### config.mk
export PLATFORM = sky130hd
export DESIGN_NAME = stage_fetch
export DESIGN_NICKNAME = d
export VERILOG_FILES = /design/src/design/mips_pkg.sv /design/src/design/stage_fetch.sv
export VERILOG_INCLUDE_DIRS = /design/src /design/src/design
export SDC_FILE = /design/constraint.sdc
export NUM_CORES = 2
export LEC_CHECK = 0
export BUFFER_PORTS_ARGS = -buffer_cell sky130_fd_sc_hd__buf_2
export CORE_UTILIZATION = 45
export DETAILED_ROUTE_END_ITERATION = 7
export MAX_ROUTING_LAYER = met4
export PLACE_DENSITY = 0.73
export SYNTH_ARGS = -nofsm -noshare
export SYNTH_HDL_FRONTEND = slang
export SYNTH_SLANG_ARGS = --single-unit
### constraint.sdc
create_clock -name i_clk -period 6.2 [get_ports i_clk]
set_clock_uncertainty 0.15 [all_clocks]
set_input_delay 0.62 -clock i_clk [delete_from_list [all_inputs] [get_ports i_clk]]
set_output_delay 0.62 -clock i_clk [all_outputs]
set_load 0.1 [all_outputs]
### src/design/mips_macros.svh
`ifndef MIPS_MACROS_SVH
`define MIPS_MACROS_SVH

`define MIPS_XLEN        32
`define MIPS_REG_BITS    5
`define MIPS_IMEM_WORDS  64
`define MIPS_DMEM_WORDS  64

`define MIPS_OP_RTYPE    6'h00
`define MIPS_OP_ADDIU    6'h09
`define MIPS_OP_LW       6'h23
`define MIPS_OP_SW       6'h2b
`define MIPS_OP_BEQ      6'h04
`define MIPS_OP_J        6'h02
`define MIPS_OP_HALT     6'h3f  // all ones

`define MIPS_FN_ADDU     6'h21
`define MIPS_FN_SUBU     6'h23
`define MIPS_FN_AND      6'h24
`define MIPS_FN_OR       6'h25
`define MIPS_FN_SLT      6'h2a

`endif

### src/design/mips_pkg.sv
`default_nettype none
`include "mips_macros.svh"

package mips_pkg;

  typedef enum logic [2:0] {
    ALU_ADD,
    ALU_SUB,
    ALU_AND,
    ALU_OR,
    ALU_SLT
  } alu_op_e;

  typedef struct packed {
    logic    reg_write;
    logic    mem_read;
    logic    mem_write;
    logic    alu_src;    // immediate operand, dest is rt
    alu_op_e alu_op;
    logic    halt;
  } ctrl_t;

  typedef enum logic [2:0] {
    ST_IDLE,
    ST_RUN,
    ST_PAUSE,
    ST_DRAIN,
    ST_DONE
  } run_state_e;

  typedef struct packed {
    logic                  valid;
    logic [`MIPS_XLEN-1:0] instr;
    logic [`MIPS_XLEN-1:0] pc4;
  } if_id_t;

  typedef struct packed {
    logic                      valid;
    ctrl_t                     ctrl;
    logic [`MIPS_XLEN-1:0]     ra;
    logic [`MIPS_XLEN-1:0]     rb;
    logic [`MIPS_REG_BITS-1:0] rs;
    logic [`MIPS_REG_BITS-1:0] rt;
    logic [`MIPS_REG_BITS-1:0] rd;
    logic [`MIPS_XLEN-1:0]     imm;  // sign extended
  } id_ex_t;

  typedef struct packed {
    logic                      valid;
    ctrl_t                     ctrl;
    logic [`MIPS_XLEN-1:0]     alu;
    logic [`MIPS_XLEN-1:0]     store;
    logic [`MIPS_REG_BITS-1:0] dest;
  } ex_mem_t;

  typedef struct packed {
    logic                      valid;
    logic                      reg_write;
    logic                      halt;
    logic [`MIPS_XLEN-1:0]     value;
    logic [`MIPS_REG_BITS-1:0] dest;
  } mem_wb_t;

endpackage

`default_nettype wire

### src/design/stage_fetch.sv
`timescale 1ns/1ps
`default_nettype none
`include "mips_macros.svh"

module stage_fetch (
  input  logic                  i_clk,
  input  logic                  i_reset,
  input  logic                  i_clear,
  input  logic                  i_enable,
  input  logic                  i_stall,
  input  logic                  i_halt,
  input  logic                  i_jump,
  input  logic [`MIPS_XLEN-1:0] i_jump_addr,
  input  logic                  i_load_wen,
  input  logic [`MIPS_XLEN-1:0] i_load_addr,  // word index
  input  logic [`MIPS_XLEN-1:0] i_load_data,
  output mips_pkg::if_id_t      o_if_id
);

  localparam int IA = $clog2(`MIPS_IMEM_WORDS);

  logic [`MIPS_XLEN-1:0] imem [`MIPS_IMEM_WORDS];
  logic [`MIPS_XLEN-1:0] pc;
  logic [`MIPS_XLEN-1:0] pc4;
  logic                  halted;  // halt passed decode, fetch is over

  assign pc4 = pc + 32'd4;

  always_ff @(posedge i_clk) begin
    if (i_load_wen) imem[i_load_addr[IA-1:0]] <= i_load_data;
  end

  always_ff @(posedge i_clk) begin
    if (i_reset || i_clear) begin
      pc            <= '0;
      halted        <= 1'b0;
      o_if_id.valid <= 1'b0;
    end else if (i_enable && !i_stall) begin
      if (i_halt || halted) begin
        halted        <= 1'b1;
        o_if_id.valid <= 1'b0;  // pc frozen, bubbles only
      end else if (i_jump) begin
        pc            <= i_jump_addr;
        o_if_id.valid <= 1'b0;  // squash the wrong-path fetch
      end else begin
        pc            <= pc4;
        o_if_id.valid <= 1'b1;
        o_if_id.instr <= imem[pc[IA+1:2]];
        o_if_id.pc4   <= pc4;
      end
    end
  end

  a_load_in_range: assert property (@(posedge i_clk) disable iff (i_reset)
    i_load_wen |-> (i_load_addr < `MIPS_IMEM_WORDS));

endmodule

`default_nettype wire

==> flow_summary_export.csv <==
group,metric,value,unit
routing,ant_nets,0,
sta,hold_violations,0,
placement,gp_congestion,0.841,
clock_tree,hold_buffers,26,
yosys,ys_ff_latch,2146,
setup_path,rrSetupSlack,2.24,ns
yosys,postSynthAreaPerCell,19.9,µm²
global_routing,grt_pass1_vias,42415,
finish,multi_input_area,0.0184,mm²
setup_path,worstSetupEndpointType,"flop",
sta,rsz0062_at_grt,"no",
global_routing,grt_max_degree,126,
clock_tree,insertion_delay,0.85,ns
setup_path,cp_data_required_time,6.73,ns
clock_tree,cts.path.max_buffers,3,
routing,drt_iter0_drc,5680,
pwr,power,28.8,mW
yosys,synth.cell_area,0.0832,mm²
placement,dpl.hpwl,114000,µm
finish,regArea,0.0641,mm²
pwr,switchingPower,5.76,mW
yosys,yosysWarnings,0,
floorplan,start_util,45.4,%
clock_tree,cts_tree,"yes",
floorplan,die_width,432,µm
sta,setup_tns,0,ns
pwr,vdd_drop_max,0.000246,V
sta,setup_viol,0,
floorplan,core,0.183,mm²
global_routing,antenna_found_initial,28,
yosys,synth.largest_area_cell,"edfxtp_1",
routing,m1WireLength,80100,µm
placement,numPortBuffers,142,
flow_run,drv_cap,0,
placement,dpl.cell_count,6665,
routing,dr.pass1.iters,6,
sta,min_period,3.96,ns
routing,vias_per_cell,6.08,
setup_path,critPathKind,"reg -> reg",
min_path,hold_path_class,"in -> reg",
pwr,p_int,23.1,mW
yosys,synth.distinct_cells,56,
sta,fin_crit_sh,63.8,%
pwr,power.share.sequential,55.7,%
clock_tree,clock_sinks,2146,
pwr,leakage,28.2,nW
yosys,synthCells,4193,
clock_tree,clockRootBuffer,"clkbuf_16",
yosys,synth_edf_count,2112,
yosys,synth.area.top_cells,"edfxtp_1, mux4_2, mux2i_1",
yosys,synthArstFlopShare,0,%
pwr,swShare,20.0,%
floorplan,die-area,0.187,mm²
routing,avgRoutedWirePerCell,30.1,µm
sta,worst_slew_pin_slew,1.49,ns
setup_path,cpPeakStageDelay,1.03,ns
routing,remaining_drc_errors,0,
finish,final_cell_count_no_fill,7077,
floorplan,ioPinCount,169,
clock_tree,cts_resized,0,
clock_tree,htree_levels,4,
finish,fillers,14175,
setup_path,path_buf_inv,2,
setup_path,cp_top_family,"compound AO/OA/AOI/OAI gates",
global_routing,grt_pass1_wl,301000,µm
outcome,status,"finished, final reports clean",
setup_path,crit_path_start_kind,"flop",
clock_tree,cts_made_buffers,200,
finish,syn2layout_area_growth,13.0,%
setup_path,crit_slowest_cell,"o21ai_0",
floorplan,num_rows,157,
routing,wl_met2,104000,µm
yosys,ys.flop_type,"edfxtp_1",
yosys,synth_top_area_share,76.2,%
routing,vias,43060,
pwr,power_density,307,mW/mm²
sta,slew_violations,0,
finish,drive_gt1_share,21.1,%
yosys,synth_seq_area_share,77.0,%
sta,clock.fmax,253,MHz
clock_tree,clk_pin_slew,0.06,ns
setup_path,cp.arrival,4.49,ns
sta,slew_headroom,0.965,%
floorplan,die_h,432,µm
global_routing,grt_usage,23.3,%
yosys,synth_fp_nets,4298,
setup_path,path_cells,"buf_12, buf_4, mux4_2, mux2i_1, o21ai_0, a22o_1",
clock_tree,post_cts_buffers,0,
pwr,p_comb_share,2.5,%
routing,wl_met3,19800,µm
pwr,clock_power_share,41.7,%
routing,routed_wirelength,213000,µm
setup_path,critPathMaxFanout,79,
routing,top_layer,"met4",
global_routing,grt-ovfl-total,0,
finish,final_nets,4534,
per-stage QoR:
stage	instance area (µm²)	utilization [%]	setup WS [ns]	hold WS, ns
after floorplan	83300	-	1.45	0.258
after global placement	87400	47.6	2.45	0.264
after detailed placement	87400	47.6	2.43	0.274
after CTS	94000	51.2	2.39	0.00196
after global routing	94100	51.3	2.18	0.0568
final	94100	51.3	2.24	0.0633
registers in the layout, indices dropped and copies added, names as in the netlist:
register  count
halted        1
pc           32
imem       2048
o_if_id      65
power by group through the flow:
stage	clock (mW)	combinational [mW]	sequential (mW)
after floorplan	0	0.317	16.4
after global placement	0	0.687	16.4
after detailed placement	0	0.713	16.4
after CTS	12.1	0.728	16.1
after global routing	12.7	0.772	16.1
final	12.0	0.735	16.1
metal layers:
| metal | GRT usage, % | vias up |
|---|---|---|
| li1 | - | 17776 |
| met1 | 29.7 | 22448 |
| met2 | 36.6 | 2385 |
| met3 | 4.50 | 451 |
| met4 | 10.4 | 0 |
| met5 | - | - |
worst paths after layout:
check	start	to	cells after the start
setup reg to reg	pc[4]$_SDFFE_PP0P_	o_if_id[45]$_DFFE_PP_	6
setup / recovery	pc[4]$_SDFFE_PP0P_	o_if_id[45]$_DFFE_PP_	6
hold reg to reg	pc[1]$_SDFFE_PP0P_	o_if_id[1]$_DFFE_PP_	0
hold / removal	i_jump_addr[13]	pc[13]$_SDFFE_PP0P_	4
worst min-delay path: stages:
cell and delay (ns):
buf_2 0.09, a22o_1 0.13, nand2_1 0.05, a21oi_1 0.13
cell usage in the layout (no fill, tap or decap), types with 9 or more instances in the layout:
cell,netlist,layout
edfxtp_1,2112,2112
mux2i_1,502,502
mux4_2,303,303
clkbuf_16,0,204
buf_2,94,142
nand2_1,133,133
a22oi_1,118,118
o21ai_0,113,113
buf_4,37,112
a21oi_1,97,97
a31oi_1,69,69
nor2_4,0,63
clkinv_1,0,56
nand3_1,45,45
nor2_1,101,38
clkinv_2,0,37
a22o_1,36,36
clkbuf_1,101,36
a221oi_1,35,35
mux2_2,35,35
o211ai_1,31,31
o2111ai_1,29,29
dfxtp_1,34,29
dlygate4sd3_1,0,26
bufinv_16,0,20
xnor2_1,18,18
diode_2,0,16
and3_1,12,12
nand4_1,11,11
inv_6,0,11
buf_12,0,11
xor2_1,10,10
nor2b_1,14,10
nor3_1,13,9
nand2b_1,9,9
synth_stat cells, drive strengths merged (2+ instances only):
| master | instances |
|---|---|
| or3 | 3 |
| clkbuf | 102 |
| nor3b | 3 |
| xor2 | 10 |
| nand3b | 2 |
| and2b | 2 |
| and4 | 2 |
| and2 | 6 |
| and3 | 12 |
| nor4 | 4 |
| inv | 4 |
| nand2b | 9 |
| nand4 | 12 |
| nand3 | 45 |
| o2111ai | 29 |
| a221oi | 35 |
| nor2 | 101 |
| o21ai | 115 |
| buf | 155 |
| a22o | 36 |
| a32o | 4 |
| or2 | 3 |
| nor3 | 13 |
| edfxtp | 2112 |
| o41ai | 3 |
| dfxtp | 34 |
| mux2i | 502 |
| mux4 | 303 |
| a31oi | 69 |
| a32oi | 2 |
| o31ai | 3 |
| xnor2 | 18 |
| o211ai | 31 |
| a22oi | 118 |
| nor2b | 14 |
| o22ai | 3 |
| nand2 | 133 |
| a21oi | 97 |
| mux2 | 35 |
kinds of logic after synthesis:
| kind of cell | synth area share (%) |
|---|---|
| multiplexers | 14.7 |
| flip-flops | 77.0 |
| buffers and inverters | 1.56 |
| adder cells (fa/ha/maj) | 0.0150 |
| AND/OR/NAND/NOR | 2.05 |
| XOR/XNOR | 0.295 |
| AO/OA/AOI/OAI | 4.38 |
layout make-up:
type,instances,area share (%)
flip-flops and latches,2146,68.2
diodes,16,0.0426
clock inverters,130,1.22
well taps,2464,3.28
inverters,4,0.0173
clock buffers,240,5.57
multi-input cells,1786,19.5
repair buffers,291,2.16
Power figures use the tool's default switching activity.
