### config.mk
export PLATFORM = sky130hd
export DESIGN_NAME = stage_decode_flat
export DESIGN_NICKNAME = d
export VERILOG_FILES = /design/src/design/mips_pkg.sv /design/src/design/fwd_if.sv /design/src/design/stage_decode.sv /design/src/flat_wrapper.sv
export VERILOG_INCLUDE_DIRS = /design/src /design/src/design
export SDC_FILE = /design/constraint.sdc
export NUM_CORES = 2
export LEC_CHECK = 0
export ABC_CLOCK_PERIOD_IN_PS = 10200
export BUFFER_PORTS_ARGS = -buffer_cell sky130_fd_sc_hd__buf_4
export CORE_MARGIN = 3
export CORE_UTILIZATION = 48
export DETAILED_ROUTE_END_ITERATION = 8
export GPL_ROUTABILITY_DRIVEN = 0
export PLACE_DENSITY = 0.75
export SYNTH_ARGS = -nofsm -noshare
export SYNTH_HDL_FRONTEND = slang
export SYNTH_SLANG_ARGS = --single-unit
### constraint.sdc
create_clock -name i_clk -period 10.2 [get_ports i_clk]
set_input_delay 1.02 -clock i_clk [delete_from_list [all_inputs] [get_ports i_clk]]
set_output_delay 1.02 -clock i_clk [all_outputs]
set_load 0.1 [all_outputs]
### src/design/mips_macros.svh
`ifndef MIPS_MACROS_SVH
`define MIPS_MACROS_SVH

`define MIPS_XLEN        32
`define MIPS_REG_BITS    5
`define MIPS_IMEM_WORDS  64
`define MIPS_DMEM_WORDS  64

`define MIPS_OP_RTYPE    6'h00
`define MIPS_OP_ADDIU    6'h09
`define MIPS_OP_LW       6'h23
`define MIPS_OP_SW       6'h2b
`define MIPS_OP_BEQ      6'h04
`define MIPS_OP_J        6'h02
`define MIPS_OP_HALT     6'h3f  // all ones

`define MIPS_FN_ADDU     6'h21
`define MIPS_FN_SUBU     6'h23
`define MIPS_FN_AND      6'h24
`define MIPS_FN_OR       6'h25
`define MIPS_FN_SLT      6'h2a

`endif

### src/design/mips_pkg.sv
`default_nettype none
`include "mips_macros.svh"

package mips_pkg;

  typedef enum logic [2:0] {
    ALU_ADD,
    ALU_SUB,
    ALU_AND,
    ALU_OR,
    ALU_SLT
  } alu_op_e;

  typedef struct packed {
    logic    reg_write;
    logic    mem_read;
    logic    mem_write;
    logic    alu_src;    // immediate operand, dest is rt
    alu_op_e alu_op;
    logic    halt;
  } ctrl_t;

  typedef enum logic [2:0] {
    ST_IDLE,
    ST_RUN,
    ST_PAUSE,
    ST_DRAIN,
    ST_DONE
  } run_state_e;

  typedef struct packed {
    logic                  valid;
    logic [`MIPS_XLEN-1:0] instr;
    logic [`MIPS_XLEN-1:0] pc4;
  } if_id_t;

  typedef struct packed {
    logic                      valid;
    ctrl_t                     ctrl;
    logic [`MIPS_XLEN-1:0]     ra;
    logic [`MIPS_XLEN-1:0]     rb;
    logic [`MIPS_REG_BITS-1:0] rs;
    logic [`MIPS_REG_BITS-1:0] rt;
    logic [`MIPS_REG_BITS-1:0] rd;
    logic [`MIPS_XLEN-1:0]     imm;  // sign extended
  } id_ex_t;

  typedef struct packed {
    logic                      valid;
    ctrl_t                     ctrl;
    logic [`MIPS_XLEN-1:0]     alu;
    logic [`MIPS_XLEN-1:0]     store;
    logic [`MIPS_REG_BITS-1:0] dest;
  } ex_mem_t;

  typedef struct packed {
    logic                      valid;
    logic                      reg_write;
    logic                      halt;
    logic [`MIPS_XLEN-1:0]     value;
    logic [`MIPS_REG_BITS-1:0] dest;
  } mem_wb_t;

endpackage

`default_nettype wire

### src/design/fwd_if.sv
`timescale 1ns/1ps
`default_nettype none
`include "mips_macros.svh"

interface fwd_if;
  logic [`MIPS_REG_BITS-1:0] mem_rd;     // from EX/MEM
  logic                      mem_wen;
  logic [`MIPS_XLEN-1:0]     mem_value;
  logic [`MIPS_REG_BITS-1:0] wb_rd;      // from MEM/WB
  logic                      wb_wen;
  logic [`MIPS_XLEN-1:0]     wb_value;

  modport producer (
    output mem_rd, mem_wen, mem_value, wb_rd, wb_wen, wb_value
  );

  modport consumer (
    input mem_rd, mem_wen, mem_value, wb_rd, wb_wen, wb_value
  );
endinterface

`default_nettype wire

### src/design/stage_decode.sv
`timescale 1ns/1ps
`default_nettype none
`include "mips_macros.svh"

module stage_decode (
  input  logic                      i_clk,
  input  logic                      i_reset,
  input  logic                      i_clear,
  input  logic                      i_enable,
  input  mips_pkg::if_id_t          i_if_id,
  fwd_if.consumer                   fwd,
  input  logic [`MIPS_REG_BITS-1:0] i_r_addr,
  output logic [`MIPS_XLEN-1:0]     o_r_data,
  output mips_pkg::id_ex_t          o_id_ex,
  output logic                      o_stall,
  output logic                      o_jump,
  output logic [`MIPS_XLEN-1:0]     o_jump_addr,
  output logic                      o_halt
);

  logic [`MIPS_XLEN-1:0]     regs [2**`MIPS_REG_BITS];
  logic [5:0]                opcode;
  logic [5:0]                funct;
  logic [`MIPS_REG_BITS-1:0] rs, rt, rd, ex_dest;
  logic [`MIPS_XLEN-1:0]     ra, rb, imm;
  logic                      is_beq, is_j, use_rs, use_rt;
  logic                      load_use, branch_hazard, ex_wen, mem_wen;
  mips_pkg::ctrl_t           ctrl;

  assign opcode = i_if_id.instr[31:26];
  assign rs     = i_if_id.instr[25:21];
  assign rt     = i_if_id.instr[20:16];
  assign rd     = i_if_id.instr[15:11];
  assign funct  = i_if_id.instr[5:0];
  assign imm    = {{16{i_if_id.instr[15]}}, i_if_id.instr[15:0]};

  // same-cycle write is visible to the read
  function automatic logic [`MIPS_XLEN-1:0] read_reg(input logic [`MIPS_REG_BITS-1:0] a);
    if (a == '0) return '0;
    if (fwd.wb_wen && (fwd.wb_rd == a)) return fwd.wb_value;
    return regs[a];
  endfunction

  always_ff @(posedge i_clk) begin
    if (fwd.wb_wen && (fwd.wb_rd != '0)) regs[fwd.wb_rd] <= fwd.wb_value;
  end

  assign ra       = read_reg(rs);
  assign rb       = read_reg(rt);
  assign o_r_data = read_reg(i_r_addr);  // debug port

  always_comb begin
    ctrl = '0;
    if (i_if_id.valid) begin
      case (opcode)
        `MIPS_OP_RTYPE: begin
          ctrl.reg_write = 1'b1;
          case (funct)
            `MIPS_FN_ADDU: ctrl.alu_op = mips_pkg::ALU_ADD;
            `MIPS_FN_SUBU: ctrl.alu_op = mips_pkg::ALU_SUB;
            `MIPS_FN_AND:  ctrl.alu_op = mips_pkg::ALU_AND;
            `MIPS_FN_OR:   ctrl.alu_op = mips_pkg::ALU_OR;
            `MIPS_FN_SLT:  ctrl.alu_op = mips_pkg::ALU_SLT;
            default:       ctrl.reg_write = 1'b0;  // unknown funct, no-op
          endcase
        end
        `MIPS_OP_ADDIU: {ctrl.reg_write, ctrl.alu_src} = 2'b11;
        `MIPS_OP_LW:    {ctrl.reg_write, ctrl.mem_read, ctrl.alu_src} = 3'b111;
        `MIPS_OP_SW:    {ctrl.mem_write, ctrl.alu_src} = 2'b11;
        `MIPS_OP_HALT:  ctrl.halt = 1'b1;
        default:        ctrl = '0;  // beq and j finish here
      endcase
    end
  end

  assign is_beq = i_if_id.valid && (opcode == `MIPS_OP_BEQ);
  assign is_j   = i_if_id.valid && (opcode == `MIPS_OP_J);
  assign o_halt = i_if_id.valid && (opcode == `MIPS_OP_HALT);
  assign use_rs = i_if_id.valid && !is_j && !o_halt;
  assign use_rt = i_if_id.valid && ((opcode == `MIPS_OP_RTYPE) || (opcode == `MIPS_OP_SW) || is_beq);

  // hazards against the instruction now in EX, straight from ID/EX
  assign ex_dest = o_id_ex.ctrl.alu_src ? o_id_ex.rt : o_id_ex.rd;
  assign ex_wen  = o_id_ex.valid && o_id_ex.ctrl.reg_write && (ex_dest != '0);
  assign mem_wen = fwd.mem_wen && (fwd.mem_rd != '0);

  assign load_use = ex_wen && o_id_ex.ctrl.mem_read &&
                    ((use_rs && (rs == ex_dest)) || (use_rt && (rt == ex_dest)));
  assign branch_hazard = is_beq &&
                         ((ex_wen && ((rs == ex_dest) || (rt == ex_dest))) ||
                          (mem_wen && ((rs == fwd.mem_rd) || (rt == fwd.mem_rd))));
  assign o_stall = load_use || branch_hazard;

  assign o_jump      = !o_stall && (is_j || (is_beq && (ra == rb)));
  assign o_jump_addr = is_j ? {i_if_id.pc4[31:28], i_if_id.instr[25:0], 2'b00}
                            : i_if_id.pc4 + (imm << 2);

  always_ff @(posedge i_clk) begin
    if (i_reset || i_clear) begin
      o_id_ex.valid <= 1'b0;
    end else if (i_enable) begin
      if (o_stall) begin
        o_id_ex.valid <= 1'b0;  // bubble into EX
        o_id_ex.ctrl  <= '0;
      end else begin
        o_id_ex <= '{valid: i_if_id.valid, ctrl: ctrl, ra: ra, rb: rb,
                     rs: rs, rt: rt, rd: rd, imm: imm};
      end
    end
  end

endmodule

`default_nettype wire

### src/flat_wrapper.sv
// flat-port wrapper written by rule: the top's interface ports become plain ports
module stage_decode_flat 
  (i_clk, i_reset, i_clear, i_enable, i_if_id, i_r_addr, o_r_data, o_id_ex, o_stall, o_jump, o_jump_addr, o_halt, fwd_mem_rd, fwd_mem_wen, fwd_mem_value, fwd_wb_rd, fwd_wb_wen, fwd_wb_value);
  fwd_if fwd_i ();
  input  logic i_clk;
  input  logic i_reset;
  input  logic i_clear;
  input  logic i_enable;
  input  mips_pkg::if_id_t i_if_id;
  input  logic [`MIPS_REG_BITS-1:0] i_r_addr;
  output logic [`MIPS_XLEN-1:0] o_r_data;
  output mips_pkg::id_ex_t o_id_ex;
  output logic o_stall;
  output logic o_jump;
  output logic [`MIPS_XLEN-1:0] o_jump_addr;
  output logic o_halt;
  input wire logic [$bits(fwd_i.mem_rd)-1:0] fwd_mem_rd;
  input wire logic [$bits(fwd_i.mem_wen)-1:0] fwd_mem_wen;
  input wire logic [$bits(fwd_i.mem_value)-1:0] fwd_mem_value;
  input wire logic [$bits(fwd_i.wb_rd)-1:0] fwd_wb_rd;
  input wire logic [$bits(fwd_i.wb_wen)-1:0] fwd_wb_wen;
  input wire logic [$bits(fwd_i.wb_value)-1:0] fwd_wb_value;
  assign fwd_i.mem_rd = fwd_mem_rd;
  assign fwd_i.mem_wen = fwd_mem_wen;
  assign fwd_i.mem_value = fwd_mem_value;
  assign fwd_i.wb_rd = fwd_wb_rd;
  assign fwd_i.wb_wen = fwd_wb_wen;
  assign fwd_i.wb_value = fwd_wb_value;
  stage_decode u_core (.i_clk(i_clk), .i_reset(i_reset), .i_clear(i_clear), .i_enable(i_enable), .i_if_id(i_if_id), .fwd(fwd_i), .i_r_addr(i_r_addr), .o_r_data(o_r_data), .o_id_ex(o_id_ex), .o_stall(o_stall), .o_jump(o_jump), .o_jump_addr(o_jump_addr), .o_halt(o_halt));
endmodule
==> Flow_metrics.wiki <==
{| class="wikitable"
! Metric !! Value
|-
| Clk_skew || 0.03693 ns
|-
| Final setup violation count || 0
|-
| Vertical extent of the die || 366.8 um
|-
| Final hold slack || 0.4688 ns
|-
| Final Hold Vio Count || 0
|-
| Final TNS setup || 0 ns
|-
| Post-synthesis simple-gate area fraction || 3.678%
|-
| Clock net sink count || 1123
|-
| Maximum number of pins on one net before global-route repair || 109
|-
| Top-area cell type share of the netlist area || between 50 and 60%
|-
| Number of levels the H-tree was split into || 3
|-
| Worst skew pair latency || about 0.76 ns
|-
| Status || finished, final reports clean
|-
| Layout overhead on the synthesized area || 12.94%
|-
| Synthesized flop and latch total || 1123
|-
| Combinational family with the most area after synthesis || multiplexers
|-
| Power density of the placed cells || 164.7 nW/um^2
|-
| End of the worst hold path || u_core.o_id_ex[6]$_DFFE_PP_
|-
| Series of cell instances along the critical path || buf_4 -> buf_4 -> xnor2_1 -> nand4_1 -> or2_2 -> nand2_1 -> o22ai_1 -> nor2_1 -> xor2_1 -> nor4_1 -> nand4_1 -> o21ai_1 -> buf_4
|-
| Parity-gate share of the synthesized area counting xor and xnor cells || 1.107%
|-
| IR drop worst, VDD || between 0.1 and 0.15 mV
|-
| Total number of yosys warnings || 0
|-
| Final #Nets || just over 4000
|-
| Cells on Worst Hold Path || 1
|-
| Die Footprint || 134600 sq um
|-
| Final period utilization || 73.57%
|-
| Max Buffers Root-to-Sink || 3
|-
| Clock Pin Slew Worst Setup and Hold Paths || 0.06 ns
|-
| Prevailing post-synth register cell || sky130_fd_sc_hd__edfxtp_1
|-
| Worst Max-Slew Pin Slew || 1.235 ns
|-
| Total power after layout || 11620 uW
|-
| Worst Setup End Kind || output port
|-
| Compound-Gate Fraction of Synth Area || 5.802%
|-
| Buffers inserted by post-CTS timing repair || 0
|-
| Hold WC Path Type || input port to flip-flop
|-
| Hold buffer count at CTS || 0
|-
| WS Path Type || input port to output port
|-
| Cell count after synthesis || 3633
|-
| Standby leakage power || between 0.02 and 0.025 uW
|-
| Total wire length || 210700 um
|-
| Standard cell core area || 128300 sq um
|-
| 1st-iter DRT viols || between 7000 and 8000
|-
| Total number of vias || 41820
|-
| Clock tree from TritonCTS || yes
|-
| Per-instance average area after synthesis || ~17 sq um
|-
| DP Wirelength || 124800 um
|-
| Initial antenna violation count || 10
|-
| First-pass iteration count of the detailed router || 6
|-
| Overall fraction of global-route tracks in use || 30.95%
|-
| Utilization after layout || 54.99%
|-
| Post-synth EDFFs || between 1000 and 1500
|-
| Number of buffers added on ports || 304
|-
| R2r worst-path depth || 8
|-
| Critical path startpoint category || input port
|-
| Post-cts resize count || 0
|-
| Detailed-route wire length per cell || between 30 and 40 um
|-
| Max-Cap Viols || 0
|-
| Capture instance of the worst register-to-register path || u_core.o_id_ex[52]$_DFFE_PP_
|-
| Boundary Pins || 337
|-
| Commonest non-fill, non-tap cell in the layout || sky130_fd_sc_hd__edfxtp_1
|-
| Setup repair after global routing missed its margin || no
|-
| Core Rows || 131
|-
| Clock buffer count from CTS || 119
|-
| Final Max Tran Viols || 0
|-
| Post-DRT Antenna Nets || 0
|-
| Sequential area share after synthesis || approximately 54%
|-
| Dominant cells by area after synthesis || sky130_fd_sc_hd__edfxtp_1 (54%), sky130_fd_sc_hd__mux4_2 (27%), sky130_fd_sc_hd__mux2i_1 (4.5%)
|-
| X dimension of the die || approximately 370 um
|-
| Commonest cells after routing, fill and taps aside || sky130_fd_sc_hd__edfxtp_1 (1122), sky130_fd_sc_hd__mux4_2 (753), sky130_fd_sc_hd__buf_4 (387)
|-
| Avg Vias per Cell || 7.346
|-
| Register-to-register path setup slack || 6.93 ns
|-
| Worst hold start || i_if_id[38]
|-
| Global-route wire length before repair || ~300000 um
|-
| Arrival time at the worst endpoint || approximately 6.5 ns
|-
| Number of distinct standard cells referenced by the synthesized netlist || 74
|-
| Total overflow reported by the global router || 0
|-
| Multiplexer fraction of the synthesized cell area || between 30% and 40%
|-
| Critical Path Max Stage Delay || 0.71 ns
|-
| Synth Area in Adders || less than 1%
|-
| Summed instance area of the synthesized netlist || 62490 sq um
|-
| Time the final worst path needs with I/O delays and setup || 7.504 ns
|-
| Initial core utilization || between 40% and 50%
|-
| CTS root buf || sky130_fd_sc_hd__clkbuf_16
|-
| Most numerous cell on the critical path || sky130_fd_sc_hd__buf_4
|-
| Cell type with the largest total area after synthesis || sky130_fd_sc_hd__edfxtp_1
|-
| # DRC || 0
|-
| Fraction of final layout cells with drive strength greater than 1 || between 30% and 40%
|-
| Maximum achievable frequency || 133.3 MHz
|-
| Via count of the first global-routing pass || roughly 41000
|-
| Required time reported for the critical path endpoint || 9.18 ns
|-
| Critical-path cell with the highest stage delay || sky130_fd_sc_hd__or2_2
|-
| Worst r2r src || u_core.o_id_ex[36]$_DFFE_PP_
|-
| Fraction of registers with async set/reset || 0%
|-
| Slew headroom || around 17%
|-
| Largest fanout on the critical path || 19
|}
-- metal layers --
layer	wire length [um]	vias up	track usage (%)	share of wire [%]
li1	-	16010	-	-
met1	70130	21420	39.55	33
met2	96280	3685	47.39	46
met3	31110	698	9.686	15
met4	13180	4	16.98	6.3
met5	22	-	0	0.010
-- worst max path at each step --
stage,start,to,slack [ns],cells after the start
finish,i_if_id[51],o_jump,2.70,13
global route,i_if_id[51],o_jump,2.87,13
CTS,i_if_id[51],o_jump,3.06,12
detailed placement,i_if_id[51],o_jump,3.14,12
global placement,i_if_id[51],o_jump,3.13,13
floorplan,i_if_id[54],u_core.o_id_ex[0]$_DFFE_PP_,2.40,10
-- report_power, final --
group          internal, uW  total [uW]  switching (uW)
registers              5170        5210            46.4
logic                   662        1960            1300
clock network          2560        4450            1890
total                  8390       11600            3230
-- area by class of cell --
| cell class | count | area [sq um] |
|---|---|---|
| fill | 9782 | 57760 |
| sequential | 1123 | 33710 |
| multi-input combinational | 2183 | 27430 |
| timing repair buffer | 405 | 3199 |
| clock buffer | 138 | 3070 |
| tap | 1729 | 2163 |
| clock inverter | 87 | 908.4 |
| inverter | 21 | 78.83 |
| antenna | 7 | 17.52 |
-- critical path, delay by kind of cell --
| family | cells | cell delay (ns) |
|---|---|---|
| AND/OR/NAND/NOR | 6 | 3.23 |
| buffers and inverters | 3 | 1.21 |
| XOR/XNOR | 2 | 0.51 |
| AO/OA/AOI/OAI | 2 | 0.41 |
-- cells by family after synthesis --
group                      Yosys count
DFF                               1123
muxes                             1054
AOI/OAI and AO/OA                  523
and+or+nand+nor                    465
buffers and inverters              358
xor gates and xnor gates            79
adders and majority gates           30
other                                1
-- Yosys cell counts (all sizes together), types with 5 or more instances --
cell type,count
a22oi,46
and4,5
o21a,7
inv,21
o21ai,68
o31ai,7
a221o,7
or2,8
nor4b,11
o221ai,25
xnor2,48
clkbuf,149
mux2,22
a32o,20
a211o,5
a31oi,7
nor2b,46
nand2b,17
and3,9
buf,188
o22ai,38
a211oi,107
xor2,31
nand2,126
nor2,131
nor3,18
nor4,11
a21oi,104
a32oi,9
ha,29
a221oi,15
nand3b,7
nand4,11
nand3,38
edfxtp,1122
or4,7
a22o,10
a21boi,7
mux2i,279
and2,6
o211ai,10
mux4,753
-- metrics by stage --
| step | instance area (sq um) | setup slack [ns] | std cells |
|---|---|---|---|
| 4_1_cts | 70560 | 3.056 | 5686 |
| 3_5_place_dp | 66580 | 3.142 | 5461 |
| 5_1_grt | 70570 | 2.865 | 5689 |
| 3_3_place_gp | 66580 | 3.129 | 5461 |
| 2_1_floorplan | 62610 | 2.398 | 3664 |
| 6_report | 70580 | 2.696 | 5693 |
-- sequential cells by signal, indices dropped and copies added (netlist names) --
name and flops:
u_core.regs 1024, u_core.o_id_ex 99
Note: power is estimated with default switching activity, not from simulation.
