`src/design/cycle_counter.sv`:
```
`timescale 1ns/1ps
`default_nettype none

module cycle_counter (
  input  logic        i_clk,
  input  logic        i_reset,
  input  logic        i_clear,
  input  logic        i_count_en,
  input  logic        i_retire,
  output logic [31:0] o_cycles,
  output logic [31:0] o_retired
);

  always_ff @(posedge i_clk) begin
    if (i_reset || i_clear) begin
      o_cycles  <= '0;
      o_retired <= '0;
    end else begin
      if (i_count_en && (o_cycles != '1)) o_cycles <= o_cycles + 32'd1;    // saturate
      if (i_retire && (o_retired != '1)) o_retired <= o_retired + 32'd1;
    end
  end

endmodule

`default_nettype wire

```
`config.mk`:
```
export PLATFORM = sky130hd
export DESIGN_NAME = cycle_counter
export DESIGN_NICKNAME = d
export VERILOG_FILES = /design/src/design/cycle_counter.sv
export SDC_FILE = /design/constraint.sdc
export NUM_CORES = 1
export LEC_CHECK = 0
export BUFFER_PORTS_ARGS = -buffer_cell sky130_fd_sc_hd__clkbuf_2
export CORE_AREA = 8 8 123 125
export CTS_CLUSTER_SIZE = 30
export DETAILED_ROUTE_END_ITERATION = 7
export DIE_AREA = 0 0 131 133
export PLACE_DENSITY_LB_ADDON = 0.25
export SYNTH_ARGS = -nofsm -noshare
export SYNTH_HDL_FRONTEND = slang
export SYNTH_SLANG_ARGS = --single-unit
```
`constraint.sdc`:
```
create_clock -name i_clk -period 6.4 [get_ports i_clk]
set_clock_uncertainty 0.2 [all_clocks]
set_input_delay 0.64 -clock i_clk [delete_from_list [all_inputs] [get_ports i_clk]]
set_output_delay 0.64 -clock i_clk [all_outputs]
set_load 0.05 [all_outputs]
```
==> impl_metrics.csv, run 1 <==
group,metric,value,unit
outcome,status,"complete, no violations",
critical_path,r2r_slack,3670,ps
min_path,hp-class,"flop to flop",
final_layout,final.fill_count,1392,
synthesis,synth_warnings,0,
clock_tree,insertion_delay,330,ps
power_and_ir_drop,p_leak,1.34,nW
synthesis,ys_seq_area_share,39.5,%
clock_tree,cts_buffers,9,
critical_path,r2r_cells,5,
final_layout,n_antenna_cell,0,
run,max_cap_viol_count,0,
grt,grt_pass1_vias,3093,
critical_path,worst-setup-path-type,"flop to flop",
die,row_count,42,
synthesis,ys_seq_elements,64,
route,viasPerCell,5.17,
synthesis,syn_nets,410,
clock_tree,clockBufferDepth,2,
grt,grt_start_max_net_pins,50,
placement,gp_congestion,0.816,
die,dieArea,17400,µm²
synthesis,yosys.area.top_type_share,39.5,%
grt,grt.overflow.total,0,
clock_tree,cts_setup_buffers,0,
critical_path,path_cells,"and4_1, nand4_1, a211o_1, or4_1, a21oi_1",
route,drc_errors,0,
critical_path,critPathMaxFanout,12,
timing,fmax,0.366,GHz
route,dr.first_iter.drc_count,184,
placement,post-place-cells,624,
timing,relSlewSlack,40.3,%
critical_path,r2r-end,"o_retired[29]",
placement,numPortBuffers,68,
timing,min_period,2730,ps
clock_tree,clk_pin_slew_worst_paths,60,ps
placement,placed_cell_area,3720,µm²
synthesis,synth_area_leaders,"dfxtp_1, a21oi_1, o31ai_1",
timing,worstMarginPinSlew,892,ps
final_layout,fin_nets,466,
critical_path,worst_ep_required_time,6460,ps
die,die_x,131,µm
min_path,hp-start,"o_cycles[29]",
min_path,min_to,"o_cycles[29]",
synthesis,synth_ff_type,"dfxtp_1",
critical_path,crit_slowest_cell,"a211o_1",
grt,busiest_layer,"met2",
synthesis,synth_most_common_cell,"dfxtp_1",
critical_path,slowest_delay,560,ps
grt,met1_usage,13.8,%
grt,grt_usage,11.0,%
clock_tree,cts-resized-gates,0,
placement,dpl.hpwl,6.70,mm
power_and_ir_drop,powerDensity,236,nW/µm²
route,drtAntennaViolNets,0,
timing,hold_viol,0,
clock_tree,cts_tree,"done",
synthesis,syn_avg_cell_area,8.04,µm²
timing,rsz0062_at_grt,"false",
critical_path,r2r-start,"o_retired[8]",
grt,grt.met2_usage,16.8,%
die,pin_count,69,
synthesis,async_reset_ff_share,0,%
die,die_y,133,µm
route,first_pass_iters,4,
clock_tree,postCtsHoldBufs,0,
final_layout,area_growth,24.4,%
grt,grt_pass1_wl,15.5,mm
clock_tree,ctsHtreeMaxLevel,3,
grt,antenna_found_initial,0,
die,start_util,24.8,%
die,core_area,13100,µm²
synthesis,synth_commonest_cells,"dfxtp_1, a21oi_1, nand2_1, nor2_1",
timing,slew_violations,0,
final_layout,drive_above_1_share,20.5,%
synthesis,synth_top_area_cell,"dfxtp_1",
synthesis,yosysUniqueCellTypes,39,
min_path,hold_depth,2,
critical_path,cp-start-kind,"flop",
timing,setup_viol,0,
route,avgRoutedWirePerCell,14.7,µm
power_and_ir_drop,max-vdd-ir-drop,113,µV
clock_tree,root_buffer,"clkbuf_16",
route,wirelength,9.40,mm
critical_path,end_kind,"flop",
final_layout,stdcell_area,4030,µm²
critical_path,critical_path_arrival,2790,ps
grt,gr-usage-met3,4.62,%
timing,finalCritPeriodShare,42.7,%
synthesis,syn_inst,403,
synthesis,synth-edff-count,0,
route,dr_total_vias,3309,
timing,tns,0,ps
synthesis,syn_area,3240,µm²
clock_tree,cts.sinks,64,
final_layout,final_cells,640,
-- metal layers --
layer / share of wire, % / up-vias
met2: 44 / 83
met1: 47 / 1565
met3: 7.5 / 9
li1: - / 1652
met5: 0 / -
met4: 1.0 / 0
-- metrics by stage --
step | hold WS (ps) | power, mW | setup WS [ps] | util, %
floorplan | 510 | 0.424 | 3670 | -
global placement | 290 | 0.431 | 3840 | 28.4
detailed placement | 306 | 0.431 | 3710 | 28.4
CTS | 315 | 0.966 | 3660 | 30.8
global route | 337 | 0.988 | 3460 | 30.8
finish | 313 | 0.951 | 3670 | 30.8
-- kinds of logic after synthesis --
logic type / Yosys count / synth area share, %
AO/OA/AOI/OAI: 107 / 20.5
XOR/XNOR: 14 / 3.78
buffers and inverters: 33 / 3.90
flip-flops: 64 / 39.5
adder cells (fa/ha/maj): 2 / 0.772
AND/OR/NAND/NOR: 182 / 31.2
multiplexers: 1 / 0.309
-- worst max path at each step --
stage,startpoint,endpoint,slack [ps],depth (start not counted)
floorplan,o_cycles[0],o_cycles[28],3670,7
global placement,o_retired[8],o_retired[31],3840,5
detailed placement,o_retired[8],o_retired[29],3710,5
CTS,o_retired[8],o_retired[29],3660,5
global route,o_retired[8],o_retired[31],3460,5
finish,o_retired[8],o_retired[29],3670,5
-- report_power, final --
group	switching [mW]	leakage, nW	internal [mW]
Combinational	0.0177	0.675	0.00419
Sequential	0.00123	0.516	0.400
Clock	0.177	0.154	0.351
Total	0.195	1.34	0.755
-- state kept, by name (all words and copies together), names as in the netlist --
| signal | cells |
|---|---|
| o_retired | 32 |
| o_cycles | 32 |
-- critical path, delay by kind of cell, from the launching register on --
kind	cells	cell delay, ps
AOI/OAI and AO/OA	2	720
and+or+nand+nor	3	1310
DFF	1	430
-- layout make-up --
cell class | count | area (µm²) | share of cell area (%)
clock buffers | 13 | 250 | 6.21
inverters | 9 | 33.8 | 0.838
multi-input cells | 306 | 1830 | 45.5
repair buffers | 69 | 348 | 8.63
well taps | 176 | 220 | 5.46
clock inverters | 3 | 65.1 | 1.61
flip-flops and latches | 64 | 1280 | 31.8
-- layout by cell type, fill, tap and decap left out, types with 2 or more instances in the layout --
master     instances
xnor2_1           10
xor2_1             4
clkbuf_16          9
a41o_1             3
a31oi_1            5
o31ai_1           21
inv_1              9
a311oi_1           2
or4_1             21
a211o_1            2
nand4_1           16
or3_1             19
nor4_1             4
o311ai_0           2
a21oi_1           43
nand3_1           21
nor2_1            32
ha_1               2
and4_1             8
clkbuf_1           3
a211oi_1           2
o41ai_1            3
and3_1             7
nor3_1             7
a31o_2             4
or2_2              4
o21ai_0           19
clkbuf_2          68
dfxtp_1           64
nand2_1           35
bufinv_16          2
nand4_2            2
(Power assumes the default switching activity.)
==> inputs of run 2 (changes only) <==
==> constraint.sdc (replaced) <==
create_clock -name i_clk -period 2.2 [get_ports i_clk]
set_clock_uncertainty 0.2 [all_clocks]
set_input_delay 0.22 -clock i_clk [delete_from_list [all_inputs] [get_ports i_clk]]
set_output_delay 0.22 -clock i_clk [all_outputs]
set_load 0.05 [all_outputs]
==> run 2 against run 1 <==
- worst hold slack got worse by 280 ps
- sequential share of layout area fell by 1.6 points
- sequential power rose to 2.8 times the previous value
- critical path depth did not move
==> impl_metrics.csv, run 2 (synthesized netlist as in run 1, its figures left out) <==
group,metric,value,unit
clock_tree,cts_buffers,9,
critical_path,cp-endpoint,"o_cycles[22]",
route,wirelength,10.1,mm
placement,gp_congestion,0.800,
die,die_x,131,µm
die,dieArea,17400,µm²
route,avgRoutedWirePerCell,14.5,µm
critical_path,cp-start-kind,"flop",
grt,grt_pass1_wl,16.5,mm
run,max_cap_viol_count,0,
placement,placed_cell_area,4320,µm²
clock_tree,insertion_delay,330,ps
die,start_util,24.8,%
grt,grt_pass1_vias,3363,
placement,numPortBuffers,68,
final_layout,final.fill_count,1356,
critical_path,r2r_cells,5,
timing,relSlewSlack,64.0,%
critical_path,critical_path_arrival,2250,ps
timing,setup_viol,0,
clock_tree,ctsHtreeMaxLevel,3,
final_layout,drive_above_1_share,43.7,%
route,dr.first_iter.drc_count,131,
die,pin_count,69,
grt,antenna_found_initial,0,
clock_tree,postCtsHoldBufs,0,
critical_path,r2r_slack,10,ps
clock_tree,clk_pin_slew_worst_paths,50,ps
final_layout,stdcell_area,4710,µm²
min_path,hp-class,"primary input to flop",
placement,dpl.hpwl,7.55,mm
route,drc_errors,0,
critical_path,r2r-start,"o_cycles[8]",
clock_tree,clockBufferDepth,2,
timing,tns,0,ps
final_layout,area_growth,45.5,%
route,drtAntennaViolNets,0,
grt,grt_usage,11.8,%
die,die_y,133,µm
timing,min_period,2190,ps
clock_tree,cts_tree,"done",
timing,slew_violations,0,
power_and_ir_drop,p_leak,1.70,nW
final_layout,final_cell_mix,"clkbuf_2, buf_4, a21oi_1",
power_and_ir_drop,max-vdd-ir-drop,354,µV
clock_tree,cts.sinks,64,
die,core_area,13100,µm²
critical_path,worst-setup-path-type,"flop to flop",
die,row_count,42,
grt,grt.overflow.total,0,
route,viasPerCell,5.01,
final_layout,final_common_cell,"clkbuf_2",
route,dr_total_vias,3498,
timing,rsz0062_at_grt,"true",
grt,grt_start_max_net_pins,26,
critical_path,critPathMaxFanout,5,
timing,fmax,0.457,GHz
route,first_pass_iters,4,
clock_tree,root_buffer,"clkbuf_16",
final_layout,fin_nets,524,
timing,worstMarginPinSlew,540,ps
final_layout,n_antenna_cell,0,
final_layout,reg_top3,"o_cycles: 32 flops, o_retired: 32 flops",
critical_path,r2r-end,"o_cycles[22]",
critical_path,crit_start,"o_cycles[8]",
outcome,status,"complete, no violations",
timing,finalCritPeriodShare,99.5,%
power_and_ir_drop,powerDensity,543,nW/µm²
timing,hold_viol,0,
critical_path,worst_ep_required_time,2270,ps
critical_path,end_kind,"flop",
run 2: changes by cell type in the layout (fill, tap and decap cells not counted), sizes merged:
cell    previous run  this run
buf                1        58
clkinv             1         0
bufinv             2         0
a211o              2         3
clkbuf            81        84
run 2: how the worst min path moves through the flow:
stage                 startpoint            to  slack (ps)  cells past startpoint
finish                i_count_en  o_cycles[16]          30                      3
CTS                   i_count_en  o_cycles[16]         0.1                      3
floorplan             i_count_en  o_cycles[16]         170                      2
global placement    o_retired[6]  o_retired[6]         250                      1
detailed placement  o_retired[6]  o_retired[6]         260                      1
global route          i_count_en  o_cycles[16]          30                      3
run 2: worst max-delay path: stages (launching register included):
cell	delay, ps
dfxtp_4	350
nand4_4	130
or4_4	570
a211o_4	310
or4_4	420
a21oi_2	140
run 2: where the power goes:
part	total (mW)	switching (mW)	internal [mW]
clock network	1.35	0.489	0.856
logic	0.0820	0.0568	0.0252
registers	1.13	0.00317	1.13
total	2.56	0.549	2.01
run 2: routing by layer:
layer  wire length (µm)  part of all wire, %  vias to the layer above  GRT usage (%)
met4                 72                 0.71                        0           3.64
met1               4440                   44                     1653           13.2
li1                   -                    -                     1766              -
met5                  0                    0                        -              0
met2               4980                   49                       74           19.7
met3                648                  6.4                        5           5.18
run 2: layout make-up:
| type | count | area, µm² | area share (%) |
|---|---|---|---|
| multi-input cells | 307 | 1960 | 41.6 |
| inverters | 9 | 33.8 | 0.717 |
| well taps | 176 | 220 | 4.67 |
| clock buffers | 16 | 282 | 5.97 |
| flip-flops and latches | 64 | 1420 | 30.2 |
| repair buffers | 126 | 792 | 16.8 |
run 2: timing repair:
item | 4_1_cts | 5_1_grt
buffers inserted | 1 | 2
resized for setup | 5 | 15
cloned | 0 | 1
setup endpoints to repair | 6 | 23
pin swaps | 3 | 8
run 2: metrics by stage:
step                util (%)  std cells  hold slack (ps)  worst slack [ps]  total power [mW]
global placement        33.0        678              255             -61.3              1.23
global route            36.0        698             30.8             -87.1              2.66
detailed placement      33.0        678              258             -88.5              1.24
finish                  36.0        698             29.1              11.0              2.56
floorplan                  -        403              174              -153              1.20
CTS                     35.4        695            0.141             -5.78              2.61
==> inputs of run 3 (changes only) <==
--- a/config.mk
+++ b/config.mk
@@ -6,10 +6,10 @@
 export NUM_CORES = 1
 export LEC_CHECK = 0
 export BUFFER_PORTS_ARGS = -buffer_cell sky130_fd_sc_hd__clkbuf_2
-export CORE_AREA = 8 8 123 125
+export CORE_AREA = 8 8 91 93
 export CTS_CLUSTER_SIZE = 30
 export DETAILED_ROUTE_END_ITERATION = 7
-export DIE_AREA = 0 0 131 133
+export DIE_AREA = 0 0 99 101
 export PLACE_DENSITY_LB_ADDON = 0.25
 export SYNTH_ARGS = -nofsm -noshare
 export SYNTH_HDL_FRONTEND = slang
==> run 3 against run 2 <==
- wire length down 5.7%
- die area is 43% lower
- sequential share of layout area increased by 1.1 points
- sequential power about the same
- first-iteration DRC count rose by 58%
- non-clock buffer count is 4 lower
- critical path depth did not move
- critical path type unchanged
==> impl_metrics.csv, run 3 (synthesized netlist as in run 1, its figures left out) <==
group,metric,value,unit
outcome,status,"complete, no violations",
timing,finalCritPeriodShare,99.6,%
route,dr_total_vias,3534,
final_layout,final_cell_mix,"clkbuf_2, buf_4, nand2_1",
critical_path,end_kind,"flop",
critical_path,crit_slowest_cell,"or4_4",
timing,worstMarginPinSlew,508,ps
final_layout,reg_top3,"o_cycles: 32 flops, o_retired: 32 flops",
timing,setup_viol,0,
power_and_ir_drop,p_sw_share,22.4,%
power_and_ir_drop,power_frac_comb,3.7,%
power_and_ir_drop,power.internal,1.82,mW
critical_path,worst_ep_required_time,2270,ps
final_layout,final_common_cell,"clkbuf_2",
clock_tree,ctsHtreeMaxLevel,3,
placement,gp_congestion,0.850,
die,die_y,101,µm
die,core_area,6940,µm²
power_and_ir_drop,powerDensity,514,nW/µm²
critical_path,critPathMaxFanout,4,
timing,min_period,2190,ps
placement,post-place-cells,575,
power_and_ir_drop,max-vdd-ir-drop,343,µV
timing,slew_violations,0,
grt,grt_usage,18.9,%
route,drtAntennaViolNets,0,
min_path,hold_depth,5,
placement,dpl.hpwl,6.94,mm
clock_tree,cts_buffers,9,
final_layout,fin_nets,519,
critical_path,path_cells,"nand4_4, or4_4, or4_4, or3_1, a21oi_2",
critical_path,worst-setup-path-type,"flop to flop",
clock_tree,insertion_delay,340,ps
die,pin_count,69,
grt,grt.overflow.total,0,
grt,grt_start_max_net_pins,32,
power_and_ir_drop,p_leak,1.65,nW
critical_path,critPathTopFamily,"simple AND/OR/NAND/NOR gates",
critical_path,crit_buf_inv,0,
critical_path,slowest_delay,570,ps
critical_path,critical_path_arrival,2260,ps
route,wirelength,9.56,mm
power_and_ir_drop,p_sw,0.524,mW
final_layout,n_antenna_cell,0,
clock_tree,root_buffer,"clkbuf_8",
timing,hold_viol,0,
clock_tree,clk_pin_slew_worst_paths,70,ps
clock_tree,cts_tree,"done",
route,viasPerCell,5.90,
clock_tree,cts.sinks,64,
run,max_cap_viol_count,0,
critical_path,crit_cells,5,
route,avgRoutedWirePerCell,16.0,µm
power_and_ir_drop,clkPwrFrac,48.1,%
die,row_count,31,
final_layout,final_cells,599,
critical_path,path_common_cell,"or4_4",
critical_path,r2r_cells,5,
min_path,hp-class,"primary input to flop",
timing,rsz0062_at_grt,"true",
route,first_pass_iters,4,
timing,tns,0,ps
die,dieArea,10000,µm²
route,dr.first_iter.drc_count,207,
power_and_ir_drop,p_seq_share,48.2,%
final_layout,stdcell_area,4560,µm²
critical_path,cp-start-kind,"flop",
die,die_x,99,µm
die,start_util,46.7,%
grt,antenna_found_initial,0,
grt,grt_pass1_vias,3340,
final_layout,drive_above_1_share,44.7,%
timing,fmax,0.456,GHz
critical_path,r2r_slack,8,ps
clock_tree,clockBufferDepth,2,
grt,grt_pass1_wl,15.5,mm
timing,relSlewSlack,66.1,%
placement,placed_cell_area,4140,µm²
placement,numPortBuffers,68,
route,drc_errors,0,
final_layout,area_growth,40.6,%
-- run 3: changes by cell type in the layout (fill, tap and decap cells not counted), sizes merged --
cell and change:
clkbuf -6, clkinv +4, bufinv +2, buf -6, dlygate4sd3 +2, a211o -1
-- run 3: final cells by class --
type	count	area, µm²
clock inverter	6	82.6
clock buffer	10	138
fill	591	2390
multi-input combinational	306	1990
inverter	9	33.8
sequential	64	1430
tap	82	103
timing repair buffer	122	785
-- run 3: what timing repair did --
item                                   CTS  global route
buffers inserted                         4             1
gates resized for setup                  6            23
setup endpoints to repair                6            23
hold buffers                             2             0
pin swaps                                5             7
gates cloned                             0             1
endpoints found under the hold margin    2             0
-- run 3: worst min-delay path: cells and delay by family --
kind | cells | cell delay, ps
AOI/OAI and AO/OA | 2 | 120
and+or+nand+nor | 1 | 30
buffers and inverters | 2 | 250
-- run 3: layer usage --
layer	GRT usage (%)	wire (µm)	share of wire (%)	vias to the layer above
met4	7.79	133	1.4	0
met5	0	0	0	-
li1	-	-	-	1759
met1	22.0	4250	44	1676
met3	4.63	439	4.6	10
met2	32.4	4730	50	89
-- run 3: stage by stage --
step	hold WS [ps]	utilization [%]	power, mW	setup slack (ps)
detailed placement	258	59.6	1.23	-76.9
global placement	259	59.6	1.23	-30.8
finish	128	65.6	2.34	8.22
floorplan	174	-	1.20	-153
CTS	120	63.8	2.35	-3.19
global route	166	65.6	2.43	-59.8
-- run 3: final timing paths --
check | start | endpoint
hold reg to reg | o_retired[6] | o_retired[6]
hold / removal | i_reset | o_retired[16]
setup reg to reg | o_cycles[10] | o_cycles[27]
setup / recovery | o_cycles[10] | o_cycles[27]
-- run 3: power by group through the flow --
stage	registers, mW	clock network, mW	logic, mW
floorplan	1.17	0	0.0360
global placement	1.16	0	0.0728
detailed placement	1.16	0	0.0750
CTS	1.13	1.14	0.0782
global route	1.13	1.21	0.0936
finish	1.13	1.13	0.0871
